### config.mk
export PLATFORM = sky130hd
export DESIGN_NAME = trap_unit
export DESIGN_NICKNAME = d
export VERILOG_FILES = /design/src/design/trap_pkg.sv /design/src/design/trap_if.sv /design/src/design/trap_handler.sv /design/src/design/trap_queue.sv /design/src/design/trap_commit.sv /design/src/design/trap_unit.sv
export VERILOG_INCLUDE_DIRS = /design/src /design/src/design
export SDC_FILE = /design/constraint.sdc
export NUM_CORES = 1
export LEC_CHECK = 0
export ABC_AREA = 1
export BUFFER_PORTS_ARGS = -buffer_cell sky130_fd_sc_hd__buf_2
export CELL_PAD_IN_SITES_DETAIL_PLACEMENT = 1
export CELL_PAD_IN_SITES_GLOBAL_PLACEMENT = 2
export CORE_ASPECT_RATIO = 0.6
export CORE_MARGIN = 4
export CORE_UTILIZATION = 37
export DETAILED_ROUTE_END_ITERATION = 8
export HOLD_SLACK_MARGIN = 0.12
export PLACE_DENSITY = 0.76
export RECOVER_POWER = 25
export REMOVE_ABC_BUFFERS = 1
export SYNTH_ARGS = -nofsm -noshare
export SYNTH_HDL_FRONTEND = slang
export SYNTH_HIERARCHICAL = 1
export SYNTH_SLANG_ARGS = --single-unit
### constraint.sdc
create_clock -name clk -period 5.3 [get_ports clk]
set_input_delay 1.06 -clock clk [delete_from_list [all_inputs] [get_ports clk]]
set_output_delay 1.06 -clock clk [all_outputs]
set_load 0.03 [all_outputs]
### src/design/trap_settings.svh
// Trap unit build constants
// Shared by the trap unit blocks and its testbench

`ifndef TRAP_SETTINGS_SVH
`define TRAP_SETTINGS_SVH

// Width of PCs, trap values and machine CSRs
`define TRAP_XLEN 32

// Records held between producer and consumer, power of two
`define TRAP_QUEUE_DEPTH 4

// Cycles the consumer stays busy after presenting a trap
`define TRAP_DRAIN_CYCLES 3

`endif

### src/design/trap_pkg.sv
// Trap unit types
// Privilege, cause and retire opcode encodings and the trap record
`default_nettype none
`include "trap_settings.svh"

package trap_pkg;

    typedef enum logic [1:0] {
        U_MODE = 2'd0,
        M_MODE = 2'd3
    } priv_mode_t;

    // Exception codes as written to mcause
    typedef enum logic [3:0] {
        INSN_MAL     = 4'd0,
        INSN_ACCESS  = 4'd1,
        ILLEGAL_INSN = 4'd2,
        BREAKPOINT   = 4'd3,
        L_ADDR_MAL   = 4'd4,
        L_FAULT      = 4'd5,
        S_ADDR_MAL   = 4'd6,
        S_FAULT      = 4'd7,
        ENV_CALL_U   = 4'd8,
        ENV_CALL_M   = 4'd11
    } ex_code_t;

    typedef enum logic [3:0] {
        SOFT_INT_M  = 4'd3,
        TIMER_INT_M = 4'd7,
        EXT_INT_M   = 4'd11
    } int_code_t;

    typedef enum logic [1:0] {
        OP_NORMAL,
        OP_ECALL,
        OP_MRET
    } retire_op_t;

    typedef struct packed {
        logic mal_insn;
        logic fault_insn;
        logic illegal_insn;
        logic breakpoint;
        logic mal_l;
        logic fault_l;
        logic mal_s;
        logic fault_s;
    } exc_flags_t;

    typedef struct packed {
        logic                  interrupt;  // Set for interrupts, clear for exceptions
        logic [3:0]            cause;
        logic [`TRAP_XLEN-1:0] epc;
        logic [`TRAP_XLEN-1:0] tval;
    } trap_rec_t;

endpackage

`default_nettype wire

### src/design/trap_if.sv
// Trap record handshake
// Valid/ready channel that moves one trap record per transfer
`timescale 1ns/1ns
`default_nettype none
`include "trap_settings.svh"

interface trap_if import trap_pkg::*; ();

    logic      valid;
    logic      ready;
    trap_rec_t rec;     // Held stable while valid waits for ready

    modport producer (
        output valid,
        output rec,
        input  ready
    );

    modport consumer (
        input  valid,
        input  rec,
        output ready
    );

endinterface

`default_nettype wire

### src/design/trap_handler.sv
// Machine-mode trap producer
// Holds pending interrupts, mstatus bits and the privilege mode, picks the
// trap cause of each retiring instruction and issues one record per trap
`timescale 1ns/1ns
`default_nettype none
`include "trap_settings.svh"

module trap_handler import trap_pkg::*; (
    input  wire                        clk,
    input  wire                        rst_n,
    input  wire                        retire_valid,
    output logic                       retire_ready,
    input  wire  [`TRAP_XLEN-1:0]      retire_pc,
    input  wire  retire_op_t           retire_op,
    input  wire  exc_flags_t           retire_flags,
    input  wire  [`TRAP_XLEN-1:0]      bad_addr,
    input  wire                        irq_ext,
    input  wire                        irq_soft,
    input  wire                        irq_timer,
    input  wire                        clr_ext,
    input  wire                        clr_soft,
    input  wire                        clr_timer,
    input  wire  [2:0]                 int_enable,  // {ext, soft, timer}
    output logic                       status_mie,
    output priv_mode_t                 priv_mode,
    trap_if.producer                   issue
);

    logic       mpie;
    priv_mode_t mpp;
    logic [2:0] pend;        // {ext, soft, timer}
    logic [2:0] int_pend;
    logic       exception;
    logic       ex_tval_en;
    logic       interrupt_fired;
    logic       take_trap;
    logic       retire_fire;
    ex_code_t   ex_src;
    int_code_t  int_src;
    trap_rec_t  next_rec;

    // Output stage is free or draining this cycle
    assign retire_ready = issue.ready;
    assign retire_fire  = retire_valid && retire_ready;

    // Exception priority, ecall ranks between instruction and data faults
    always_comb begin
        exception  = 1'b1;
        ex_tval_en = 1'b1;
        ex_src     = INSN_MAL;
        if (retire_flags.breakpoint)
            ex_src = BREAKPOINT;
        else if (retire_flags.fault_insn)
            ex_src = INSN_ACCESS;
        else if (retire_flags.illegal_insn)
            ex_src = ILLEGAL_INSN;
        else if (retire_flags.mal_insn)
            ex_src = INSN_MAL;
        else if (retire_op == OP_ECALL) begin
            ex_src     = (priv_mode == M_MODE) ? ENV_CALL_M : ENV_CALL_U;
            ex_tval_en = 1'b0;
        end
        else if (retire_flags.mal_s)
            ex_src = S_ADDR_MAL;
        else if (retire_flags.mal_l)
            ex_src = L_ADDR_MAL;
        else if (retire_flags.fault_s)
            ex_src = S_FAULT;
        else if (retire_flags.fault_l)
            ex_src = L_FAULT;
        else begin
            exception  = 1'b0;
            ex_tval_en = 1'b0;
        end
    end

    assign int_pend        = pend & int_enable;
    assign interrupt_fired = status_mie && (int_pend != 3'b000);
    assign take_trap       = exception || interrupt_fired;

    always_comb begin
        if (int_pend[2])
            int_src = EXT_INT_M;
        else if (int_pend[1])
            int_src = SOFT_INT_M;
        else
            int_src = TIMER_INT_M;
    end

    always_comb begin
        next_rec.interrupt = !exception;  // Exception on the same retire wins
        next_rec.cause     = exception ? 4'(ex_src) : 4'(int_src);
        next_rec.epc       = retire_pc;
        next_rec.tval      = (exception && ex_tval_en) ? bad_addr : '0;
    end

    // Pending bits, set wins over clear
    always_ff @(posedge clk or negedge rst_n) begin
        if (!rst_n)
            pend <= 3'b000;
        else
            pend <= (pend & ~{clr_ext, clr_soft, clr_timer}) | {irq_ext, irq_soft, irq_timer};
    end

    always_ff @(posedge clk or negedge rst_n) begin
        if (!rst_n) begin
            status_mie <= 1'b0;
            mpie       <= 1'b0;
            mpp        <= U_MODE;
            priv_mode  <= M_MODE;
        end else if (retire_fire) begin
            if (take_trap) begin
                mpie       <= status_mie;
                status_mie <= 1'b0;
                mpp        <= priv_mode;
                priv_mode  <= M_MODE;
            end else if (retire_op == OP_MRET) begin
                status_mie <= mpie;
                mpie       <= 1'b1;
                priv_mode  <= mpp;
                mpp        <= U_MODE;  // Drop back to the least privileged mode
            end
        end
    end

    // One-entry output stage
    always_ff @(posedge clk or negedge rst_n) begin
        if (!rst_n)
            issue.valid <= 1'b0;
        else if (retire_fire && take_trap)
            issue.valid <= 1'b1;
        else if (issue.ready)
            issue.valid <= 1'b0;
    end

    always_ff @(posedge clk) begin
        if (retire_fire && take_trap)
            issue.rec <= next_rec;
    end

endmodule

`default_nettype wire

### src/design/trap_queue.sv
// Trap record FIFO
// Circular buffer between the trap producer and the commit stage,
// push and pop may happen in the same cycle
`timescale 1ns/1ns
`default_nettype none
`include "trap_settings.svh"

module trap_queue import trap_pkg::*; (
    input  wire        clk,
    input  wire        rst_n,
    trap_if.consumer   push_side,
    trap_if.producer   pop_side
);

    localparam int DEPTH = `TRAP_QUEUE_DEPTH;
    localparam int AW    = $clog2(DEPTH);

    trap_rec_t     mem [DEPTH];
    logic [AW:0]   wr_ptr;     // Extra bit tells full from empty
    logic [AW:0]   rd_ptr;
    logic          full;
    logic          empty;
    logic          push;
    logic          pop;

    assign empty = (wr_ptr == rd_ptr);
    assign full  = (wr_ptr[AW] != rd_ptr[AW]) && (wr_ptr[AW-1:0] == rd_ptr[AW-1:0]);

    assign push_side.ready = !full;
    assign pop_side.valid  = !empty;
    assign pop_side.rec    = mem[rd_ptr[AW-1:0]];  // Head of queue

    assign push = push_side.valid && push_side.ready;
    assign pop  = pop_side.valid && pop_side.ready;

    always_ff @(posedge clk) begin
        if (push)
            mem[wr_ptr[AW-1:0]] <= push_side.rec;
    end

    always_ff @(posedge clk or negedge rst_n) begin
        if (!rst_n) begin
            wr_ptr <= '0;
            rd_ptr <= '0;
        end else begin
            if (push)
                wr_ptr <= wr_ptr + 1'b1;
            if (pop)
                rd_ptr <= rd_ptr + 1'b1;
        end
    end

endmodule

`default_nettype wire

### src/design/trap_commit.sv
// Trap commit stage
// Takes one record at a time, latches mcause/mepc/mtval, presents the trap
// for a cycle with its redirect target, then drains like a pipeline flush
`timescale 1ns/1ns
`default_nettype none
`include "trap_settings.svh"

module trap_commit import trap_pkg::*; (
    input  wire                        clk,
    input  wire                        rst_n,
    input  wire  [`TRAP_XLEN-1:0]      mtvec,
    trap_if.consumer                   take,
    output logic                       trap_valid,
    output logic                       trap_interrupt,
    output logic [3:0]                 trap_cause,
    output logic [`TRAP_XLEN-1:0]      trap_epc,
    output logic [`TRAP_XLEN-1:0]      trap_tval,
    output logic [`TRAP_XLEN-1:0]      redirect_pc,
    output logic [`TRAP_XLEN-1:0]      mcause,
    output logic [`TRAP_XLEN-1:0]      mepc,
    output logic [`TRAP_XLEN-1:0]      mtval
);

    localparam int XLEN = `TRAP_XLEN;
    localparam int CW   = $clog2(`TRAP_DRAIN_CYCLES + 1);

    typedef enum logic [1:0] {
        IDLE,
        PRESENT,
        DRAIN
    } state_t;

    state_t          state;
    logic [CW-1:0]   drain_cnt;
    trap_rec_t       rec;
    logic            fire;
    logic [XLEN-1:0] tvec_base;
    logic [XLEN-1:0] target;

    assign rec        = take.rec;
    assign take.ready = (state == IDLE);
    assign fire       = take.valid && take.ready;

    // Vectored mode only applies to interrupts
    assign tvec_base = {mtvec[XLEN-1:2], 2'b00};
    assign target    = (rec.interrupt && mtvec[0]) ?
                       tvec_base + XLEN'({rec.cause, 2'b00}) : tvec_base;

    always_ff @(posedge clk or negedge rst_n) begin
        if (!rst_n) begin
            state     <= IDLE;
            drain_cnt <= '0;
        end else begin
            case (state)
                IDLE: begin
                    if (fire)
                        state <= PRESENT;
                end
                PRESENT: begin
                    state     <= DRAIN;
                    drain_cnt <= CW'(`TRAP_DRAIN_CYCLES - 1);
                end
                DRAIN: begin
                    if (drain_cnt == '0)
                        state <= IDLE;
                    else
                        drain_cnt <= drain_cnt - 1'b1;
                end
                default: state <= IDLE;
            endcase
        end
    end

    // Machine CSRs, interrupt flag sits in the top bit of mcause
    always_ff @(posedge clk or negedge rst_n) begin
        if (!rst_n) begin
            mcause <= '0;
            mepc   <= '0;
            mtval  <= '0;
        end else if (fire) begin
            mcause <= {rec.interrupt, {(XLEN - 5){1'b0}}, rec.cause};
            mepc   <= rec.epc;
            mtval  <= rec.tval;
        end
    end

    always_ff @(posedge clk) begin
        if (fire)
            redirect_pc <= target;
    end

    assign trap_valid     = (state == PRESENT);  // One cycle per trap
    assign trap_interrupt = mcause[XLEN-1];
    assign trap_cause     = mcause[3:0];
    assign trap_epc       = mepc;
    assign trap_tval      = mtval;

endmodule

`default_nettype wire

### src/design/trap_unit.sv
// Machine-mode trap unit top
// Producer, record FIFO and commit stage joined by two trap record channels
`timescale 1ns/1ns
`default_nettype none
`include "trap_settings.svh"

module trap_unit import trap_pkg::*; (
    input  wire                        clk,
    input  wire                        rst_n,
    input  wire                        retire_valid,
    output logic                       retire_ready,
    input  wire  [`TRAP_XLEN-1:0]      retire_pc,
    input  wire  retire_op_t           retire_op,
    input  wire  exc_flags_t           retire_flags,
    input  wire  [`TRAP_XLEN-1:0]      bad_addr,
    input  wire                        irq_ext,
    input  wire                        irq_soft,
    input  wire                        irq_timer,
    input  wire                        clr_ext,
    input  wire                        clr_soft,
    input  wire                        clr_timer,
    input  wire  [2:0]                 int_enable,
    input  wire  [`TRAP_XLEN-1:0]      mtvec,
    output logic                       status_mie,
    output priv_mode_t                 priv_mode,
    output logic                       trap_valid,
    output logic                       trap_interrupt,
    output logic [3:0]                 trap_cause,
    output logic [`TRAP_XLEN-1:0]      trap_epc,
    output logic [`TRAP_XLEN-1:0]      trap_tval,
    output logic [`TRAP_XLEN-1:0]      redirect_pc,
    output logic [`TRAP_XLEN-1:0]      mcause,
    output logic [`TRAP_XLEN-1:0]      mepc,
    output logic [`TRAP_XLEN-1:0]      mtval
);

    trap_if issue_bus ();   // Producer to FIFO
    trap_if commit_bus ();  // FIFO to commit stage

    trap_handler u_handler (
        .clk          (clk),
        .rst_n        (rst_n),
        .retire_valid (retire_valid),
        .retire_ready (retire_ready),
        .retire_pc    (retire_pc),
        .retire_op    (retire_op),
        .retire_flags (retire_flags),
        .bad_addr     (bad_addr),
        .irq_ext      (irq_ext),
        .irq_soft     (irq_soft),
        .irq_timer    (irq_timer),
        .clr_ext      (clr_ext),
        .clr_soft     (clr_soft),
        .clr_timer    (clr_timer),
        .int_enable   (int_enable),
        .status_mie   (status_mie),
        .priv_mode    (priv_mode),
        .issue        (issue_bus.producer)
    );

    trap_queue u_queue (
        .clk       (clk),
        .rst_n     (rst_n),
        .push_side (issue_bus.consumer),
        .pop_side  (commit_bus.producer)
    );

    trap_commit u_commit (
        .clk            (clk),
        .rst_n          (rst_n),
        .mtvec          (mtvec),
        .take           (commit_bus.consumer),
        .trap_valid     (trap_valid),
        .trap_interrupt (trap_interrupt),
        .trap_cause     (trap_cause),
        .trap_epc       (trap_epc),
        .trap_tval      (trap_tval),
        .redirect_pc    (redirect_pc),
        .mcause         (mcause),
        .mepc           (mepc),
        .mtval          (mtval)
    );

endmodule

`default_nettype wire

# After elaboration in Yosys (flattened, before gate mapping)
# Memories as Yosys holds them, arrays and structs flattened.
# Index checks and enable logic that the tools add are counted.
classes:
  n_addsub: 4
  eq_ne: 12
  bitwise_logic: 4
  reduce_logical: 20
  n_mux: 45
op_table:
  columns: ["cell", "n"]
  rows:
  - ["$mux 4", 10]
  - ["$add 32x6->32", 1]
  - ["$mux 32", 1]
  - ["$mux 1", 22]
  - ["$mux 2", 8]
  - ["$logic_and 1x1->1", 8]
  - ["$add 3x1->3 const B", 2]
  - ["$and 3x3->3", 2]
  - ["$eq 2x2->1 const B", 3]
  - ["$mux 3", 2]
  - ["$ne 2x2->1 const B", 3]
  - ["$pmux 2 s3", 1]
  - ["$reduce_and 2->1", 3]
  - ["$eq 2x1->1 const B", 2]
  - ["$logic_not 2->1", 2]
  - ["$pmux 2 s2", 1]
  - ["$reduce_bool 2->1", 2]
  - ["$eq 3x3->1", 1]
  - ["$logic_not 1->1", 3]
  - ["$not 3->3", 1]
  - ["$or 3x3->3", 1]
  - ["$reduce_bool 3->1", 1]
  - ["$eq 2x2->1", 1]
  - ["$ne 2x1->1 const B", 1]
  - ["other kinds (3)", 3]
totals:
  inputBits: 118
  mem_count: 1
  ram_bits: 276
  elab_cells: 105
  regBits: 190
  out_inout_bits: 202
mem_list:
  columns: ["name", "words", "word_bits", "rd", "rd_clocked_by_memory_dff", "write_ports", "line", "source"]
  rows:
  - ["u_queue.mem", 4, 69, 1, 0, 1, "trap_queue.sv:18", "trap_rec_t mem [DEPTH];"]

# Logic depth before layout (Yosys ltp)
logic_depth:
  ltp_word: 12
  depth_mapped: 16

# Cells and area by module
# The synthesis kept the hierarchy.
modules_own_cells:
  columns: ["mod", "seq_area_each_um2", "cells_per_inst", "n_inst", "area_each_um2"]
  rows:
  - ["trap_queue", 8438.1, 728, 1, 10639.0]
  - ["trap_commit", 2727.6, 658, 1, 5467.7]
  - ["trap_handler", 2324.7, 232, 1, 3055.4]

# Least setup slack after synthesis
# OpenSTA, ideal clock, no wires.
synth_timing:
  kind: "register -> register"
  startpoint: "reg u_queue.rd_ptr[0]"
  endpoint: "mem u_queue/mem[0][0] (netlist name) (enable)"
  path_stages_with_launch: 8
  setup_slack_ps: 986
  t_arrival_ps: 3818
  period_less_slack_ps: 4314
  cell_sequence: "dfrtp_1 > buf_6 > inv_4 > nand2_1 > nand2_2 > nand3_4 > nand2_2 > nor2_1"
synth_via:
  elab_chain_cells: 6
synth_lines:
  columns: ["element", "line", "source"]
  rows:
  - ["from (decl)", "trap_queue.sv:20", "logic [AW:0] rd_ptr;"]
  - ["from (signal assigned)", "trap_queue.sv:49", "rd_ptr <= rd_ptr + 1'b1;"]
  - ["$eq 2x2->1", "trap_queue.sv:27", "assign full = (wr_ptr[AW] != rd_ptr[AW]) && (wr_ptr[AW-1:0] == rd_ptr[AW-1:0]);"]
  - ["$logic_and 1x1->1", "trap_queue.sv:27", null]
  - ["$logic_not 1->1", "trap_queue.sv:29", "assign push_side.ready = !full;"]
  - ["named net issue_bus.ready", "trap_if.sv:10", "logic ready;"]
  - ["$logic_and 1x1->1", "trap_queue.sv:33", "assign push = push_side.valid && push_side.ready;"]
  - ["$mux 1", "trap_queue.sv:37", "if (push)"]
  - ["$mux 1 (implied by the code)", "trap_queue.sv:38", "mem[wr_ptr[AW-1:0]] <= push_side.rec;"]
  - ["to (decl)", "trap_queue.sv:18", null]
# The timed path passes the listed nets, and every way through them passes these cells.

# Final worst setup path
layout_timing:
  startpoint: "reg u_queue.rd_ptr[1]"
  endpoint: "out retire_ready"
layout_via:
  elab_chain_cells: 3
layout_lines:
  columns: ["element", "line", "source"]
  rows:
  - ["$eq 2x2->1", "trap_queue.sv:27", null]
  - ["$logic_and 1x1->1", "trap_queue.sv:27", null]
  - ["$logic_not 1->1", "trap_queue.sv:29", null]
  - ["to (decl)", "trap_unit.sv:11", "output logic retire_ready,"]
# No other way between the ends.

==> summary.md <==
Yosys
* complex-gate fraction of the synthesized area: 6.59%
* share of the synthesized netlist area taken by xor and xnor gates: 0.731%
* synthesized instance count: 1618
* post-synthesis share of cell area spent on full adders, half adders and majority gates: 0.757%
* main flop type after synthesis: sky130_fd_sc_hd__edfxtp_1
* cell type contributing the most total cell area after synthesis: sky130_fd_sc_hd__edfxtp_1
* asr flop ratio synth: 19.2%
* share of Yosys cell area claimed by the top area cell type: 58.8%
* number of synthesized flops with an enable pin: 375
* synthesized area per cell: 11.8 sq um
* number of storage elements in the synthesis netlist: 464
* Post-Synth Simple-Gate Area: 13.7%
* mux share of post-synthesis cell area: 0%
* dominant combinational cell family by area after synthesis: simple AND/OR/NAND/NOR gates
* Yosys cell types: 39
* netlist area before placement: 0.0192 sq mm
* count of yosys warnings during synthesis: 6
* sequential share of the synthesized area: 70.4%
* Synth area leaders: sky130_fd_sc_hd__edfxtp_1 59%, sky130_fd_sc_hd__dfrtp_1 11%, sky130_fd_sc_hd__nand2_1 6.9%

STA
* smallest hold slack: 351 ps
* setup-violating endpoint count in the final report: 0
* Hold Vio Cnt, Final: 0
* clock tree skew after final layout: 12.8 ps
* Max transition margin: 36.5%
* pins over their slew limit: 0
* crit path time final: 3520 ps
* RSZ-0062 raised after global routing: false
* Slew @ Worst Pin: 951 ps
* fmax: 284 MHz
* final worst path period share: 66.3%
* summed negative setup slack over all endpoints: 0 ps

Setup path
* Critical Path Sink Type: output pin
* CP Class: flop to output pin
* number of cells on the worst reg-to-reg path: 11
* CP Cell Sequence: inv_2, nand2_1, nand2_1, nand3_4, buf_2
* CP Data Arrival Time: 2460 ps
* cell with the most instances on the worst path: sky130_fd_sc_hd__nand2_1
* Setup crit start kind: flop
* maximum net fanout on the critical path: 48
* largest incremental delay on the critical path: 840 ps
* data required time at the worst endpoint: 4240 ps
* cell with the biggest individual delay on the critical path: sky130_fd_sc_hd__dfrtp_4

Final layout
* # nets final: 1963
* post-route standard cell area excluding fillers: 0.0222 sq mm
* fraction of layout cells with a size suffix above 1: 22.2%
* synthesis-to-layout area growth: 15.8%

Clocking
* H-tree levels: 2
* post-CTS resize count: 0
* master cell of the clock root buffer: sky130_fd_sc_hd__clkbuf_16
* total CTS buffers: 45
* clock insertion delay at the later pin of the skew report: 550 ps
* clock tree sinks: 464
* buffers from clock root to sink, at most: 3
* clock tree from TritonCTS: yes
* post-cts hold buffer count: 0
* Post CTS Setup Buffer Count: 0
* Clock Pin Slew Worst Setup and Hold Paths: 70 ps

Floorplanning
* I/O pin total: 320
* Core Rows: 64
* CORE AREA: 0.0511 sq mm
* die area: 0.0556 sq mm
* Die Ht: 184 um
* initial standard-cell utilization of the core: 37.5%
* Horiz. Die Dim: 302 um

Power
* Max VDD drop: 0.316 mV
* leakage dissipation: 9.08 nW
* power density over the cells: 653 mW/mm^2
* total power: 14.5 mW

Placement
* HPWL after detailed placement: 31200 um
* Post-Place Cell Area: 0.0207 sq mm
* I/O Buffers: 289
* routability cong.: 0.819

Routing
* number of nets still failing antenna checks after routing: 0
* DR DRC count: 0
* number of design-rule violations left by the first detailed-router iteration: 781
* via-per-instance ratio: 4.83
* Pre-Repair DR Iteration Count: 7
* routed wire length per instance: 19.5 um
* via count of the routed design: 12400
* final wirelength: 50100 um

Global route
* first-pass GRT wire length: 76400 um
* number of global-route vias before repair: 13000
* initial antenna violation count: 3
* maximum number of pins on one net before global-route repair: 83
* global-route total usage across every layer: 17.7%
* gr ovfl total: 0

Flow run
* max-cap violations: 0

Status
* status: finished clean

Hold path
* class of the tightest hold or removal check: input pin to async pin

==> cell type report <==
type                    count  area (sq um)
flip-flops and latches    464         13500
clock inverters            20           294
fillers                  5601         28900
clock buffers              62          1230
repair buffers            305          1600
inverters                  95           367
well taps                 693           867
multi-input cells         923          4320
diodes                      3          7.51
==> state kept, by name (all words and copies together), names as in the netlist, 2 cells and up <==
register              cells
u_commit/drain_cnt        2
u_commit/mcause           5
u_commit/mepc            32
u_commit/mtval           32
u_commit/redirect_pc     30
u_commit/state            2
u_handler/issue.rec      69
u_handler/mpp             2
u_handler/pend            3
u_handler/priv_mode       2
u_queue/mem             276
u_queue/rd_ptr            3
u_queue/wr_ptr            3
==> stage by stage <==
stage | util (%) | worst slack [ps] | cells
6_report | 43.4 | 1780 | 2565
3_5_place_dp | 40.4 | 1880 | 2480
2_1_floorplan | - | -1860 | 1482
5_1_grt | 43.4 | 1570 | 2565
4_1_cts | 43.4 | 1730 | 2562
3_3_place_gp | 40.4 | 1920 | 2480
==> power by group <==
| part | internal [mW] | switching [mW] |
|---|---|---|
| clock | 1.97 | 1.38 |
| combinational | 1.31 | 3.98 |
| sequential | 5.24 | 0.601 |
==> worst paths after layout <==
| path | startpoint | end | slack, ps |
|---|---|---|---|
| min in group clk | u_handler/issue.rec[31]$_SDFFCE_PN0P_ | u_queue/mem[3][31]$_DFFE_PP_ | 480 |
| max in group asynchronous | rst_n | u_queue/rd_ptr[1]$_DFFE_PN0P_ | 3670 |
| worst min register to register | u_handler/issue.rec[31]$_SDFFCE_PN0P_ | u_queue/mem[3][31]$_DFFE_PP_ | 480 |
| worst max register to register | u_queue/rd_ptr[0]$_DFFE_PN0P_ | u_commit/redirect_pc[29]$_DFFE_PP_ | 1850 |
| worst min-delay path | rst_n | u_commit/mepc[13]$_DFFE_PN0P_ | 350 |
| worst max-delay path | u_queue/rd_ptr[1]$_DFFE_PN0P_ | retire_ready | 1780 |
==> cells in the mapped netlist, drive strengths merged (2+ instances only) <==
library cell / n
edfxtp: 375
nand2: 358
nor2: 215
o21ai: 147
buf: 133
inv: 95
dfrtp: 87
o22ai: 69
nand3: 43
clkbuf: 31
xnor2: 11
ha: 10
nand4: 10
a21oi: 6
nand3b: 5
o21bai: 5
xor2: 5
nor3: 3
dfstp: 2
o31ai: 2
==> critical path, delay by kind of cell, from the launching register on <==
kind / cells / cell delay [ps]
and+or+nand+nor: 3 / 430
buffers and inverters: 2 / 630
DFF: 1 / 840
==> cells in the final DEF (no fill, tap or decap), types with 6 or more instances in the layout <==
cell type	instances
sky130_fd_sc_hd__nand2_2	6
sky130_fd_sc_hd__buf_4	13
sky130_fd_sc_hd__o22ai_1	69
sky130_fd_sc_hd__clkbuf_1	15
sky130_fd_sc_hd__bufinv_16	7
sky130_fd_sc_hd__dfrtp_1	85
sky130_fd_sc_hd__ha_1	10
sky130_fd_sc_hd__conb_1	29
sky130_fd_sc_hd__nor2_4	6
sky130_fd_sc_hd__nor2_2	13
sky130_fd_sc_hd__clkbuf_16	46
sky130_fd_sc_hd__inv_1	90
sky130_fd_sc_hd__nor2_1	196
sky130_fd_sc_hd__o21ai_1	43
sky130_fd_sc_hd__buf_2	288
sky130_fd_sc_hd__nand3_1	38
sky130_fd_sc_hd__o21ai_0	104
sky130_fd_sc_hd__edfxtp_1	375
sky130_fd_sc_hd__nand2_1	350
sky130_fd_sc_hd__nand4_1	10
sky130_fd_sc_hd__xnor2_1	11
==> kinds of logic after synthesis <==
group / Yosys count
AOI/OAI and AO/OA: 230
xor gates and xnor gates: 16
adders and majority gates: 11
buffers and inverters: 259
DFF: 464
other: 1
and+or+nand+nor: 637
==> per-layer routing <==
metal	vias to the layer above	GRT usage, %	share of wire [%]
met3	64	2.45	4.3
met2	256	28.6	47
met5	-	0	0
met4	0	4.35	1.9
met1	6244	25.5	47
li1	5827	-	-
No activity file was read; power rests on OpenSTA's default activity.
